==> config.mk <==
export PLATFORM = sky130hd
export DESIGN_NAME = core
export DESIGN_NICKNAME = d
export VERILOG_FILES = /design/src/design/core_pkg.sv /design/src/design/core.sv /design/src/design/mem_stage.sv /design/src/design/execute_stage.sv /design/src/design/hazard_unit.sv /design/src/design/regfile.sv /design/src/design/decode_stage.sv /design/src/design/fetch_stage.sv
export VERILOG_INCLUDE_DIRS = /design/src /design/src/design
export SDC_FILE = /design/constraint.sdc
export NUM_CORES = 2
export LEC_CHECK = 0
export BUFFER_PORTS_ARGS = -buffer_cell sky130_fd_sc_hd__buf_4
export CAP_MARGIN = 20
export CORE_ASPECT_RATIO = 2
export CORE_MARGIN = 1
export CORE_UTILIZATION = 50
export DETAILED_ROUTE_END_ITERATION = 16
export GPL_TIMING_DRIVEN = 0
export PLACE_DENSITY_LB_ADDON = 0.15
export SLEW_MARGIN = 20
export SYNTH_ARGS = -nofsm -noshare
export SYNTH_HDL_FRONTEND = slang
export SYNTH_SLANG_ARGS = --single-unit
==> constraint.sdc <==
create_clock -name CLK -period 21.5 [get_ports CLK]
set_input_delay 4.3 -clock CLK [delete_from_list [all_inputs] [get_ports CLK]]
set_output_delay 4.3 -clock CLK [all_outputs]
set_load 0.1 [all_outputs]
==> src/design/core_defs.svh <==
`ifndef CORE_DEFS_SVH
`define CORE_DEFS_SVH

// Datapath width
`define XLEN 32

// Instruction address width, 4 KB fetch space
`define PC_W 12

// x0..x31
`define REG_AW 5

// First fetch address after reset
`define RESET_PC 12'h000

// ADDI x0,x0,0
`define NOP_INST 32'h0000_0013

`endif
==> src/design/core_pkg.sv <==
`include "core_defs.svh"

package core_pkg;

	// RV32I major opcodes of the subset
	typedef enum logic [6:0] {
		OPC_OP     = 7'h33,
		OPC_OP_IMM = 7'h13,
		OPC_LUI    = 7'h37,
		OPC_LOAD   = 7'h03,
		OPC_STORE  = 7'h23,
		OPC_BRANCH = 7'h63,
		OPC_JAL    = 7'h6f
	} opcode_e;

	typedef enum logic [2:0] {
		ALU_ADD, ALU_SUB, ALU_AND, ALU_OR, ALU_XOR, ALU_SLT, ALU_PASS_B
	} alu_op_e;

	// Writeback data source
	typedef enum logic [1:0] {SRC_ALU, SRC_LOAD, SRC_PC4} wb_src_e;

	// Operand source in EXE
	typedef enum logic [1:0] {FWD_REG, FWD_MEM, FWD_WB} fwd_sel_e;

	typedef struct packed {
		alu_op_e alu_op;
		logic use_imm;		// imm replaces rs2 at ALU B
		logic reg_write;
		logic mem_read;
		logic mem_write;
		logic is_branch;
		logic branch_ne;	// BNE when set, else BEQ
		logic is_jal;
		wb_src_e wb_src;
	} ctrl_t;

	typedef struct packed {
		ctrl_t ctrl;
		logic [`PC_W-1:0] pc;
		logic [`REG_AW-1:0] rs1;
		logic [`REG_AW-1:0] rs2;
		logic [`REG_AW-1:0] rd;
		logic [`XLEN-1:0] rs1_val;
		logic [`XLEN-1:0] rs2_val;
		logic [`XLEN-1:0] imm;
	} id_exe_t;

	typedef struct packed {
		logic reg_write;
		logic mem_read;
		logic mem_write;
		wb_src_e wb_src;
		logic [`REG_AW-1:0] rd;
		logic [`XLEN-1:0] alu_res;	// Also the data address
		logic [`XLEN-1:0] store_val;
		logic [`PC_W-1:0] pc4;		// Link value for JAL
	} exe_mem_t;

	typedef struct packed {
		logic reg_write;
		logic [`REG_AW-1:0] rd;
		logic [`XLEN-1:0] wr_data;
	} mem_wb_t;

endpackage

==> src/design/core.sv <==
`include "core_defs.svh"

module core (
	input  logic CLK,
	input  logic rst_n,

	// Instruction port, combinational read
	output logic [`PC_W-1:0] imem_addr,
	input  logic [31:0] imem_data,

	// Wishbone classic data master
	output logic wb_cyc,
	output logic wb_stb,
	output logic wb_we,
	output logic [`XLEN-1:0] wb_adr,
	output logic [`XLEN-1:0] wb_dat_w,
	input  logic [`XLEN-1:0] wb_dat_r,
	input  logic wb_ack
);
	import core_pkg::*;

	// IF/ID
	logic [31:0] if_id_inst;
	logic [`PC_W-1:0] if_id_pc;

	// Register file ports, ID side
	logic [`REG_AW-1:0] rs1_addr, rs2_addr;
	logic [`XLEN-1:0] rs1_val, rs2_val;

	// Stage registers
	id_exe_t id_exe;
	exe_mem_t exe_mem;
	mem_wb_t mem_wb;

	// Hazard and control
	fwd_sel_e fwd_a, fwd_b;
	logic stall_front;		// Load-use hold of PC and IF/ID
	logic flush_front;		// Branch/JAL kill of IF/ID and ID/EXE
	logic mem_busy;			// Wishbone access still open
	logic redirect;
	logic [`PC_W-1:0] redirect_pc;
	logic [`XLEN-1:0] mem_fwd_val;	// MEM stage result for forwarding

	fetch_stage u_fetch (
		.CLK(CLK),
		.rst_n(rst_n),
		.imem_data(imem_data),
		.stall_front(stall_front),
		.flush_front(flush_front),
		.mem_busy(mem_busy),
		.redirect(redirect),
		.redirect_pc(redirect_pc),
		.imem_addr(imem_addr),
		.if_id_inst(if_id_inst),
		.if_id_pc(if_id_pc)
	);

	decode_stage u_decode (
		.CLK(CLK),
		.rst_n(rst_n),
		.if_id_inst(if_id_inst),
		.if_id_pc(if_id_pc),
		.rs1_val(rs1_val),
		.rs2_val(rs2_val),
		.stall_front(stall_front),
		.flush_front(flush_front),
		.mem_busy(mem_busy),
		.rs1_addr(rs1_addr),
		.rs2_addr(rs2_addr),
		.id_exe(id_exe)
	);

	regfile u_regfile (
		.CLK(CLK),
		.rst_n(rst_n),
		.rs1_addr(rs1_addr),
		.rs2_addr(rs2_addr),
		.wb(mem_wb),	// WB write port
		.rs1_val(rs1_val),
		.rs2_val(rs2_val)
	);

	hazard_unit u_hazard (
		.rs1_addr(rs1_addr),
		.rs2_addr(rs2_addr),
		.id_exe(id_exe),
		.exe_mem(exe_mem),
		.mem_wb(mem_wb),
		.redirect(redirect),
		.mem_busy(mem_busy),
		.fwd_a(fwd_a),
		.fwd_b(fwd_b),
		.stall_front(stall_front),
		.flush_front(flush_front)
	);

	execute_stage u_execute (
		.CLK(CLK),
		.rst_n(rst_n),
		.id_exe(id_exe),
		.fwd_a(fwd_a),
		.fwd_b(fwd_b),
		.mem_fwd_val(mem_fwd_val),
		.mem_wb(mem_wb),
		.mem_busy(mem_busy),
		.exe_mem(exe_mem),
		.redirect(redirect),
		.redirect_pc(redirect_pc)
	);

	mem_stage u_mem (
		.CLK(CLK),
		.rst_n(rst_n),
		.exe_mem(exe_mem),
		.wb_dat_r(wb_dat_r),
		.wb_ack(wb_ack),
		.wb_cyc(wb_cyc),
		.wb_stb(wb_stb),
		.wb_we(wb_we),
		.wb_adr(wb_adr),
		.wb_dat_w(wb_dat_w),
		.mem_busy(mem_busy),
		.mem_fwd_val(mem_fwd_val),
		.mem_wb(mem_wb)
	);

endmodule

==> src/design/mem_stage.sv <==
`include "core_defs.svh"

module mem_stage (
	input  logic CLK,
	input  logic rst_n,
	input  core_pkg::exe_mem_t exe_mem,
	input  logic [`XLEN-1:0] wb_dat_r,
	input  logic wb_ack,
	output logic wb_cyc,
	output logic wb_stb,
	output logic wb_we,
	output logic [`XLEN-1:0] wb_adr,
	output logic [`XLEN-1:0] wb_dat_w,
	output logic mem_busy,
	output logic [`XLEN-1:0] mem_fwd_val,
	output core_pkg::mem_wb_t mem_wb
);
	import core_pkg::*;

	typedef enum logic {IDLE, WAIT_ACK} state_e;

	state_e state;
	logic is_mem;
	logic ack_q;	// Access ended last cycle, bus must idle once

	assign is_mem = exe_mem.mem_read || exe_mem.mem_write;

	// Cycle opens as soon as LW/SW sits in MEM, unless right after an ack
	assign wb_cyc = (state == WAIT_ACK) || (is_mem && !ack_q);
	assign wb_stb = wb_cyc;
	assign wb_we = exe_mem.mem_write;
	assign wb_adr = {exe_mem.alu_res[`XLEN-1:2], 2'b00};	// Word aligned
	assign wb_dat_w = exe_mem.store_val;

	assign mem_busy = is_mem && !(wb_cyc && wb_ack);	// Released on the ack cycle

	always_ff @(posedge CLK) begin
		if (!rst_n) begin
			state <= IDLE;
			ack_q <= 1'b0;
		end else begin
			ack_q <= wb_cyc && wb_ack;
			case (state)
				IDLE:     if (wb_cyc && !wb_ack) state <= WAIT_ACK;
				WAIT_ACK: if (wb_ack) state <= IDLE;
				default:  state <= IDLE;
			endcase
		end
	end

	always_comb begin
		case (exe_mem.wb_src)
			SRC_LOAD: mem_fwd_val = wb_dat_r;
			SRC_PC4:  mem_fwd_val = {{(`XLEN-`PC_W){1'b0}}, exe_mem.pc4};
			default:  mem_fwd_val = exe_mem.alu_res;
		endcase
	end

	// MEM/WB, bubble while the access is open
	always_ff @(posedge CLK) begin
		if (!rst_n) begin
			mem_wb.reg_write <= 1'b0;
		end else begin
			mem_wb.reg_write <= exe_mem.reg_write && !mem_busy;
			mem_wb.rd <= exe_mem.rd;
			mem_wb.wr_data <= mem_fwd_val;
		end
	end

endmodule

==> src/design/execute_stage.sv <==
`include "core_defs.svh"

module execute_stage (
	input  logic CLK,
	input  logic rst_n,
	input  core_pkg::id_exe_t id_exe,
	input  core_pkg::fwd_sel_e fwd_a,
	input  core_pkg::fwd_sel_e fwd_b,
	input  logic [`XLEN-1:0] mem_fwd_val,
	input  core_pkg::mem_wb_t mem_wb,
	input  logic mem_busy,
	output core_pkg::exe_mem_t exe_mem,
	output logic redirect,
	output logic [`PC_W-1:0] redirect_pc
);
	import core_pkg::*;

	logic [`XLEN-1:0] a_live, b_live;	// After forwarding mux
	logic [`XLEN-1:0] a_hold, b_hold;
	logic held;
	logic [`XLEN-1:0] op_a, op_b, alu_b, alu_res;
	logic taken;
	exe_mem_t exe_mem_d;

	function automatic logic [`XLEN-1:0] fwd_mux(input fwd_sel_e sel,
			input logic [`XLEN-1:0] reg_val);
		case (sel)
			FWD_MEM: return mem_fwd_val;
			FWD_WB:  return mem_wb.wr_data;
			default: return reg_val;
		endcase
	endfunction

	always_comb begin
		a_live = fwd_mux(fwd_a, id_exe.rs1_val);
		b_live = fwd_mux(fwd_b, id_exe.rs2_val);
	end

	// MEM/WB drains to a bubble during a bus stall, so the WB-forwarded
	// operands are frozen on the first stalled cycle and reused until release
	always_ff @(posedge CLK) begin
		if (!rst_n)
			held <= 1'b0;
		else
			held <= mem_busy;
	end

	always_ff @(posedge CLK) begin
		if (mem_busy && !held) begin
			a_hold <= a_live;
			b_hold <= b_live;
		end
	end

	assign op_a = held ? a_hold : a_live;
	assign op_b = held ? b_hold : b_live;
	assign alu_b = id_exe.ctrl.use_imm ? id_exe.imm : op_b;

	always_comb begin
		case (id_exe.ctrl.alu_op)
			ALU_ADD: alu_res = op_a + alu_b;
			ALU_SUB: alu_res = op_a - alu_b;
			ALU_AND: alu_res = op_a & alu_b;
			ALU_OR:  alu_res = op_a | alu_b;
			ALU_XOR: alu_res = op_a ^ alu_b;
			ALU_SLT: alu_res = {{(`XLEN-1){1'b0}}, $signed(op_a) < $signed(alu_b)};
			default: alu_res = alu_b;	// PASS_B for LUI
		endcase
	end

	// BEQ on equal, BNE on not equal
	assign taken = id_exe.ctrl.is_branch && ((op_a == op_b) != id_exe.ctrl.branch_ne);
	assign redirect = taken || id_exe.ctrl.is_jal;
	assign redirect_pc = id_exe.pc + id_exe.imm[`PC_W-1:0];	// Same adder for B and J

	always_comb begin
		exe_mem_d.reg_write = id_exe.ctrl.reg_write;
		exe_mem_d.mem_read = id_exe.ctrl.mem_read;
		exe_mem_d.mem_write = id_exe.ctrl.mem_write;
		exe_mem_d.wb_src = id_exe.ctrl.wb_src;
		exe_mem_d.rd = id_exe.rd;
		exe_mem_d.alu_res = alu_res;
		exe_mem_d.store_val = op_b;	// SW data is rs2
		exe_mem_d.pc4 = id_exe.pc + `PC_W'(4);
	end

	// EXE/MEM
	always_ff @(posedge CLK) begin
		if (!rst_n) begin
			exe_mem.reg_write <= 1'b0;
			exe_mem.mem_read <= 1'b0;
			exe_mem.mem_write <= 1'b0;
		end else if (!mem_busy) begin
			exe_mem <= exe_mem_d;
		end
	end

endmodule

==> src/design/hazard_unit.sv <==
`include "core_defs.svh"

module hazard_unit (
	input  logic [`REG_AW-1:0] rs1_addr,	// Sources of the instruction in ID
	input  logic [`REG_AW-1:0] rs2_addr,
	input  core_pkg::id_exe_t id_exe,
	input  core_pkg::exe_mem_t exe_mem,
	input  core_pkg::mem_wb_t mem_wb,
	input  logic redirect,
	input  logic mem_busy,
	output core_pkg::fwd_sel_e fwd_a,
	output core_pkg::fwd_sel_e fwd_b,
	output logic stall_front,
	output logic flush_front
);
	import core_pkg::*;

	logic load_use;

	// MEM is younger than WB so it is checked first
	function automatic fwd_sel_e pick_src(input logic [`REG_AW-1:0] rs);
		if (rs == '0)
			return FWD_REG;
		if (exe_mem.reg_write && exe_mem.rd == rs)
			return FWD_MEM;
		if (mem_wb.reg_write && mem_wb.rd == rs)
			return FWD_WB;
		return FWD_REG;
	endfunction

	always_comb begin
		fwd_a = pick_src(id_exe.rs1);
		fwd_b = pick_src(id_exe.rs2);
	end

	// LW in EXE, consumer in ID: data only exists after MEM
	assign load_use = id_exe.ctrl.mem_read && id_exe.rd != '0
		&& (id_exe.rd == rs1_addr || id_exe.rd == rs2_addr);

	assign stall_front = load_use;

	// Held off during a bus access, branch stays in EXE until then
	assign flush_front = redirect && !mem_busy;

endmodule

==> src/design/regfile.sv <==
`include "core_defs.svh"

module regfile (
	input  logic CLK,
	input  logic rst_n,
	input  logic [`REG_AW-1:0] rs1_addr,
	input  logic [`REG_AW-1:0] rs2_addr,
	input  core_pkg::mem_wb_t wb,
	output logic [`XLEN-1:0] rs1_val,
	output logic [`XLEN-1:0] rs2_val
);

	logic [`XLEN-1:0] regs [1:31];	// x0 has no storage

	// Same-cycle WB write shows through to the reads
	function automatic logic [`XLEN-1:0] read_reg(input logic [`REG_AW-1:0] a);
		if (a == '0)
			return '0;
		if (wb.reg_write && wb.rd == a)
			return wb.wr_data;
		return regs[a];
	endfunction

	always_comb begin
		rs1_val = read_reg(rs1_addr);
		rs2_val = read_reg(rs2_addr);
	end

	always_ff @(posedge CLK) begin
		if (!rst_n) begin
			for (int i = 1; i < 32; i++)
				regs[i] <= '0;
		end else if (wb.reg_write && wb.rd != '0) begin
			regs[wb.rd] <= wb.wr_data;
		end
	end

endmodule

==> src/design/decode_stage.sv <==
`include "core_defs.svh"

module decode_stage (
	input  logic CLK,
	input  logic rst_n,
	input  logic [31:0] if_id_inst,
	input  logic [`PC_W-1:0] if_id_pc,
	input  logic [`XLEN-1:0] rs1_val,
	input  logic [`XLEN-1:0] rs2_val,
	input  logic stall_front,
	input  logic flush_front,
	input  logic mem_busy,
	output logic [`REG_AW-1:0] rs1_addr,
	output logic [`REG_AW-1:0] rs2_addr,
	output core_pkg::id_exe_t id_exe
);
	import core_pkg::*;

	// All enables clear, behaves as ADDI x0,x0,0
	localparam ctrl_t CTRL_NOP = '{alu_op: ALU_ADD, wb_src: SRC_ALU, default: 1'b0};

	opcode_e opcode;
	logic [2:0] funct3;
	logic [6:0] funct7;
	logic [`XLEN-1:0] imm_i, imm_s, imm_b, imm_u, imm_j;
	ctrl_t ctrl;
	logic [`XLEN-1:0] imm;
	id_exe_t id_exe_d;

	assign opcode = opcode_e'(if_id_inst[6:0]);
	assign funct3 = if_id_inst[14:12];
	assign funct7 = if_id_inst[31:25];
	assign rs1_addr = if_id_inst[19:15];
	assign rs2_addr = if_id_inst[24:20];

	// Immediate formats, all sign-extended from bit 31
	assign imm_i = {{20{if_id_inst[31]}}, if_id_inst[31:20]};
	assign imm_s = {{20{if_id_inst[31]}}, if_id_inst[31:25], if_id_inst[11:7]};
	assign imm_b = {{19{if_id_inst[31]}}, if_id_inst[31], if_id_inst[7],
		if_id_inst[30:25], if_id_inst[11:8], 1'b0};
	assign imm_u = {if_id_inst[31:12], 12'h000};
	assign imm_j = {{11{if_id_inst[31]}}, if_id_inst[31], if_id_inst[19:12],
		if_id_inst[20], if_id_inst[30:21], 1'b0};

	always_comb begin
		ctrl = CTRL_NOP;	// Anything unsupported stays a bubble
		imm = imm_i;
		case (opcode)
			OPC_OP: begin
				ctrl.reg_write = 1'b1;
				case ({funct7, funct3})
					{7'h00, 3'b000}: ctrl.alu_op = ALU_ADD;
					{7'h20, 3'b000}: ctrl.alu_op = ALU_SUB;
					{7'h00, 3'b111}: ctrl.alu_op = ALU_AND;
					{7'h00, 3'b110}: ctrl.alu_op = ALU_OR;
					{7'h00, 3'b100}: ctrl.alu_op = ALU_XOR;
					{7'h00, 3'b010}: ctrl.alu_op = ALU_SLT;
					default: ctrl = CTRL_NOP;
				endcase
			end
			OPC_OP_IMM: if (funct3 == 3'b000) begin	// ADDI only
				ctrl.use_imm = 1'b1;
				ctrl.reg_write = 1'b1;
			end
			OPC_LUI: begin
				ctrl.alu_op = ALU_PASS_B;	// rd = imm
				ctrl.use_imm = 1'b1;
				ctrl.reg_write = 1'b1;
				imm = imm_u;
			end
			OPC_LOAD: if (funct3 == 3'b010) begin	// LW
				ctrl.use_imm = 1'b1;
				ctrl.reg_write = 1'b1;
				ctrl.mem_read = 1'b1;
				ctrl.wb_src = SRC_LOAD;
			end
			OPC_STORE: if (funct3 == 3'b010) begin	// SW
				ctrl.use_imm = 1'b1;
				ctrl.mem_write = 1'b1;
				imm = imm_s;
			end
			OPC_BRANCH: if (funct3[2:1] == 2'b00) begin	// BEQ, BNE
				ctrl.is_branch = 1'b1;
				ctrl.branch_ne = funct3[0];
				imm = imm_b;
			end
			OPC_JAL: begin
				ctrl.is_jal = 1'b1;
				ctrl.reg_write = 1'b1;
				ctrl.wb_src = SRC_PC4;	// Link
				imm = imm_j;
			end
			default: ;
		endcase
	end

	always_comb begin
		id_exe_d.ctrl = ctrl;
		id_exe_d.pc = if_id_pc;
		id_exe_d.rs1 = rs1_addr;
		id_exe_d.rs2 = rs2_addr;
		id_exe_d.rd = if_id_inst[11:7];
		id_exe_d.rs1_val = rs1_val;
		id_exe_d.rs2_val = rs2_val;
		id_exe_d.imm = imm;
	end

	// ID/EXE, only ctrl needs clearing for a bubble
	always_ff @(posedge CLK) begin
		if (!rst_n) begin
			id_exe.ctrl <= CTRL_NOP;
		end else if (!mem_busy) begin
			id_exe <= id_exe_d;
			if (stall_front || flush_front)
				id_exe.ctrl <= CTRL_NOP;
		end
	end

endmodule

==> src/design/fetch_stage.sv <==
`include "core_defs.svh"

module fetch_stage (
	input  logic CLK,
	input  logic rst_n,
	input  logic [31:0] imem_data,
	input  logic stall_front,
	input  logic flush_front,
	input  logic mem_busy,
	input  logic redirect,
	input  logic [`PC_W-1:0] redirect_pc,
	output logic [`PC_W-1:0] imem_addr,
	output logic [31:0] if_id_inst,
	output logic [`PC_W-1:0] if_id_pc
);

	logic [`PC_W-1:0] pc;

	assign imem_addr = pc;	// Fetch address straight from PC

	// PC: back-pressure first, then redirect, then load-use hold
	always_ff @(posedge CLK) begin
		if (!rst_n)
			pc <= `RESET_PC;
		else if (mem_busy)
			pc <= pc;
		else if (redirect)
			pc <= redirect_pc;	// Target fetched next cycle
		else if (!stall_front)
			pc <= pc + `PC_W'(4);
	end

	// IF/ID
	always_ff @(posedge CLK) begin
		if (!rst_n) begin
			if_id_inst <= `NOP_INST;
		end else if (!mem_busy) begin
			if (flush_front) begin
				if_id_inst <= `NOP_INST;	// Wrong-path word dropped
			end else if (!stall_front) begin
				if_id_inst <= imem_data;
				if_id_pc <= pc;
			end
		end
	end

endmodule

==> results.md <==
* Post-synth EDFFs at ~1.3k
* Status: completed
* Final hold viol count at 0
* Syn_area_per_cell at ~14 sq um
* DRC violations left at 0
* Metal1 wirelength at between 90000 and 100000 um
* FF-to-FF Start: u_execute.held$_SDFF_PN0_
* Row Count at about 210
* Worst path bufs/invs at 3
* Register area at 41800 sq um
* Startpoint Class: input pin
* Top Ports at 146
* CTS tree: built
* Hold path start: u_fetch.if_id_pc[9]$_DFFE_PP_
* TNS Setup at 0 ps
* Total power at around 7200 uW
* CTS root buf: clkbuf_16
* Worst min-delay path endpoint: u_decode.id_exe[120]$_DFFE_PP_
* Synth unique cells at 83
* PD cells at roughly 80 nW/um^2
* # H-tree levels at 4
* Post-route insts no fill at between 8k and 9k
* Worst VDD drop at 0.0765 mV
* Global route overflow at 0
* Length of routed met3 wiring at about 27000 um
* Worst Tran Pin Value at between 1000 and 1500 ps
* Wire length on met2 at around 180000 um
* Die width at 282 um
* Initial antenna violation count at 34
* Critical path, cell by cell: buf_4 -> a221o_1 -> and2_1 -> a22o_1 -> a21oi_1 -> nor2_1 -> a21oi_1 -> inv_1 -> ha_1 -> clkbuf_1 -> nor3_1 -> nand2_1 -> a21oi_1 -> o31ai_1 -> a311oi_1 -> a2111oi_0 -> o31ai_1 -> a211oi_1 -> o31ai_1 -> a31oi_1 -> nor3_1 -> a2bb2oi_1
* Final core occ at 0.574
* Period utilization at 0.532
* Buffers on Ports at between 100 and 150
* Slew Viols, Final at 0
* Core ar. at 156000 sq um
* Vias at 57.1k
* Initial core utilization at 0.503
* Slowest cell on the critical path: a311oi_1
* Clock Sinks at roughly 1.4k
* Clock Skew at around 59 ps
* Layout cell share with drive strength beyond 1 at 0.212
* Gr usage total at 0.449
* Clock Tree Buf Depth at 4
* Register area share after synthesis at 0.532
* Cts bufs inserted at around 140
* Crit Path Max Fanout at 8
* RSZ-0062 raised after global routing: false
* Max frequency at between 80 and 90 MHz
* Slowest stage delay, CP at ~960 ps
* Worst slew margin relative to its limit at 0.0964
* Reg clk slew, reported paths at about 70 ps
* FF+latch count, synth at 1415
* Type of the most critical hold path: reg2reg
* Synth top area cells: edfxtp_1 51%, mux4_2 18%, and2_1 8.1%, clkbuf_1 2.1%, dfxtp_1 1.8%
* Synth top area share at 0.514
* Die height at 562 um
* Die area at 159000 sq um
* FF-to-FF path depth at 22
* Critical Path AT at ~12000 ps
* Final setup fails at 0
* WHS Path Cells at 0
* Buffer count from post-CTS setup fixing at 0
* Async SR Flop Fraction at 0
* Hold-fix buffers, CTS at 0
* Post-synthesis cell area at around 80000 sq um
* Drt first-iter violations at 6382
* Yosys warns at 0
* Reg2reg end: u_execute.exe_mem[69]$_DFFE_PP_
* Total Routed Length at 351000 um
* Area leader, netlist: edfxtp_1
* Cells after Synth at about 5.7k
* Critical path's top delay family: compound AO/OA/AOI/OAI gates
* Most frequent cell after synthesis: edfxtp_1
* Post-layout nets at 6330
* Clk_lat worst skew at between 800 and 900 ps
* Commonest register cell after synthesis: edfxtp_1
* Routability cong. at just over 1
* Dpl cells at 8057
* Max layer used: met5
* Vias in the first global route at approximately 59k
* Vias per inst at around 6.8
* Routed WL per cell at approximately 42 um
* Post-synthesis to final-layout area growth at 14.0%
* # fillers at approximately 13k
* Final ANT Viol Nets at 0
* Cts repair resizes at 0
* Static Leak at 0.0322 uW
* Minimum clock period at around 11000 ps
* Hpwl dp at between 200000 and 300000 um
* Largest net degree at the start of global routing at 51
* First-pass GRT wire length at between 400000 and 500000 um
* Drt pass-1 iters at 6
* Crit end category: flop
* Worst endpoint required time at about 22000 ps
* Post-synth top cells: 1343 x edfxtp_1, 1014 x and2_1, 640 x mux4_2, 440 x clkbuf_1, 275 x nor2_1
* Worst reg-to-reg setup slack at about 11000 ps
* Max cap viols at 0
* Crit path kind: in2reg
* Area of the multi-input gates at around 34000 sq um
[sequential cells by signal, summed over array words and instances, names as in the netlist, named ones only]
register / cells
u_mem.mem_wb: 38
u_execute.held: 1
u_regfile.regs: 1024
u_execute.exe_mem: 86
u_execute.b_hold: 32
u_decode.id_exe: 134
u_fetch.imem_addr: 12
u_mem.ack_q: 1
u_mem.state: 1
u_execute.a_hold: 32
u_fetch.if_id_pc: 12
u_fetch.if_id_inst: 32
[routing by layer]
layer	up-vias	track usage
li1	22721	-
met1	28585	0.374
met2	3837	0.769
met3	1949	0.119
met4	14	0.555
met5	-	0.00772
[area by class of cell]
type	count	share of cell area
tap	2070	0.0289
antenna	26	0.000727
timing repair buffer	238	0.0357
clock buffer	164	0.0413
inverter	203	0.00852
buffer	607	0.0295
clock inverter	78	0.00899
multi-input combinational	3538	0.379
sequential	1415	0.467
[through the flow]
| step | instance area [sq um] | hold WS [ps] | setup slack, ps |
|---|---|---|---|
| after floorplan | 78600 | 400 | 11380 |
| after global placement | 82300 | 404 | 7220 |
| after detailed placement | 84700 | 409 | 9630 |
| after CTS | 89200 | 426 | 10400 |
| after global routing | 89400 | 429 | 10110 |
| final | 89500 | 423 | 10060 |
[worst max-delay path by stage]
stage	from	cells past startpoint	slack, ps	end
2_1_floorplan	wb_ack	3	11380	u_decode.id_exe[0]$_DFFE_PP_
3_3_place_gp	rst_n	4	7220	u_execute.exe_mem[28]$_DFFE_PP_
3_5_place_dp	wb_dat_r[9]	22	9630	u_execute.exe_mem[69]$_DFFE_PP_
4_1_cts	wb_dat_r[9]	22	10400	u_execute.exe_mem[69]$_DFFE_PP_
5_1_grt	wb_dat_r[9]	22	10110	u_execute.exe_mem[69]$_DFFE_PP_
6_report	wb_dat_r[9]	22	10060	u_execute.exe_mem[69]$_DFFE_PP_
[cells in the final DEF (no fill, tap or decap), types with 84 or more instances in the layout]
cell type  netlist  layout
a21oi_1        162     160
clkbuf_1       440     422
edfxtp_1      1343    1343
nand2_1        131     131
ha_1           115     115
inv_1          203     203
nor2_1         275     268
buf_4           67     215
a22o_1          84      84
and2_1        1014    1013
clkbuf_16        0     144
mux4_2         640     640
[power breakdown]
group | internal (uW) | switching, uW
sequential | 3160 | 121
combinational | 472 | 922
clock | 1420 | 1150
total | 5050 | 2190
[kinds of logic (layout without fill, tap and decap cells)]
logic type	after synthesis	count (layout)	share of synthesized area
and+or+nand+nor	1745	1745	0.126
DFF	1415	1415	0.532
buffers and inverters	810	1290	0.0423
muxes	728	728	0.195
adders and majority gates	118	118	0.0191
other	1	60	0.0000478
xor gates and xnor gates	70	70	0.00781
AOI/OAI and AO/OA	843	843	0.0778
(Power assumes the default switching activity.)
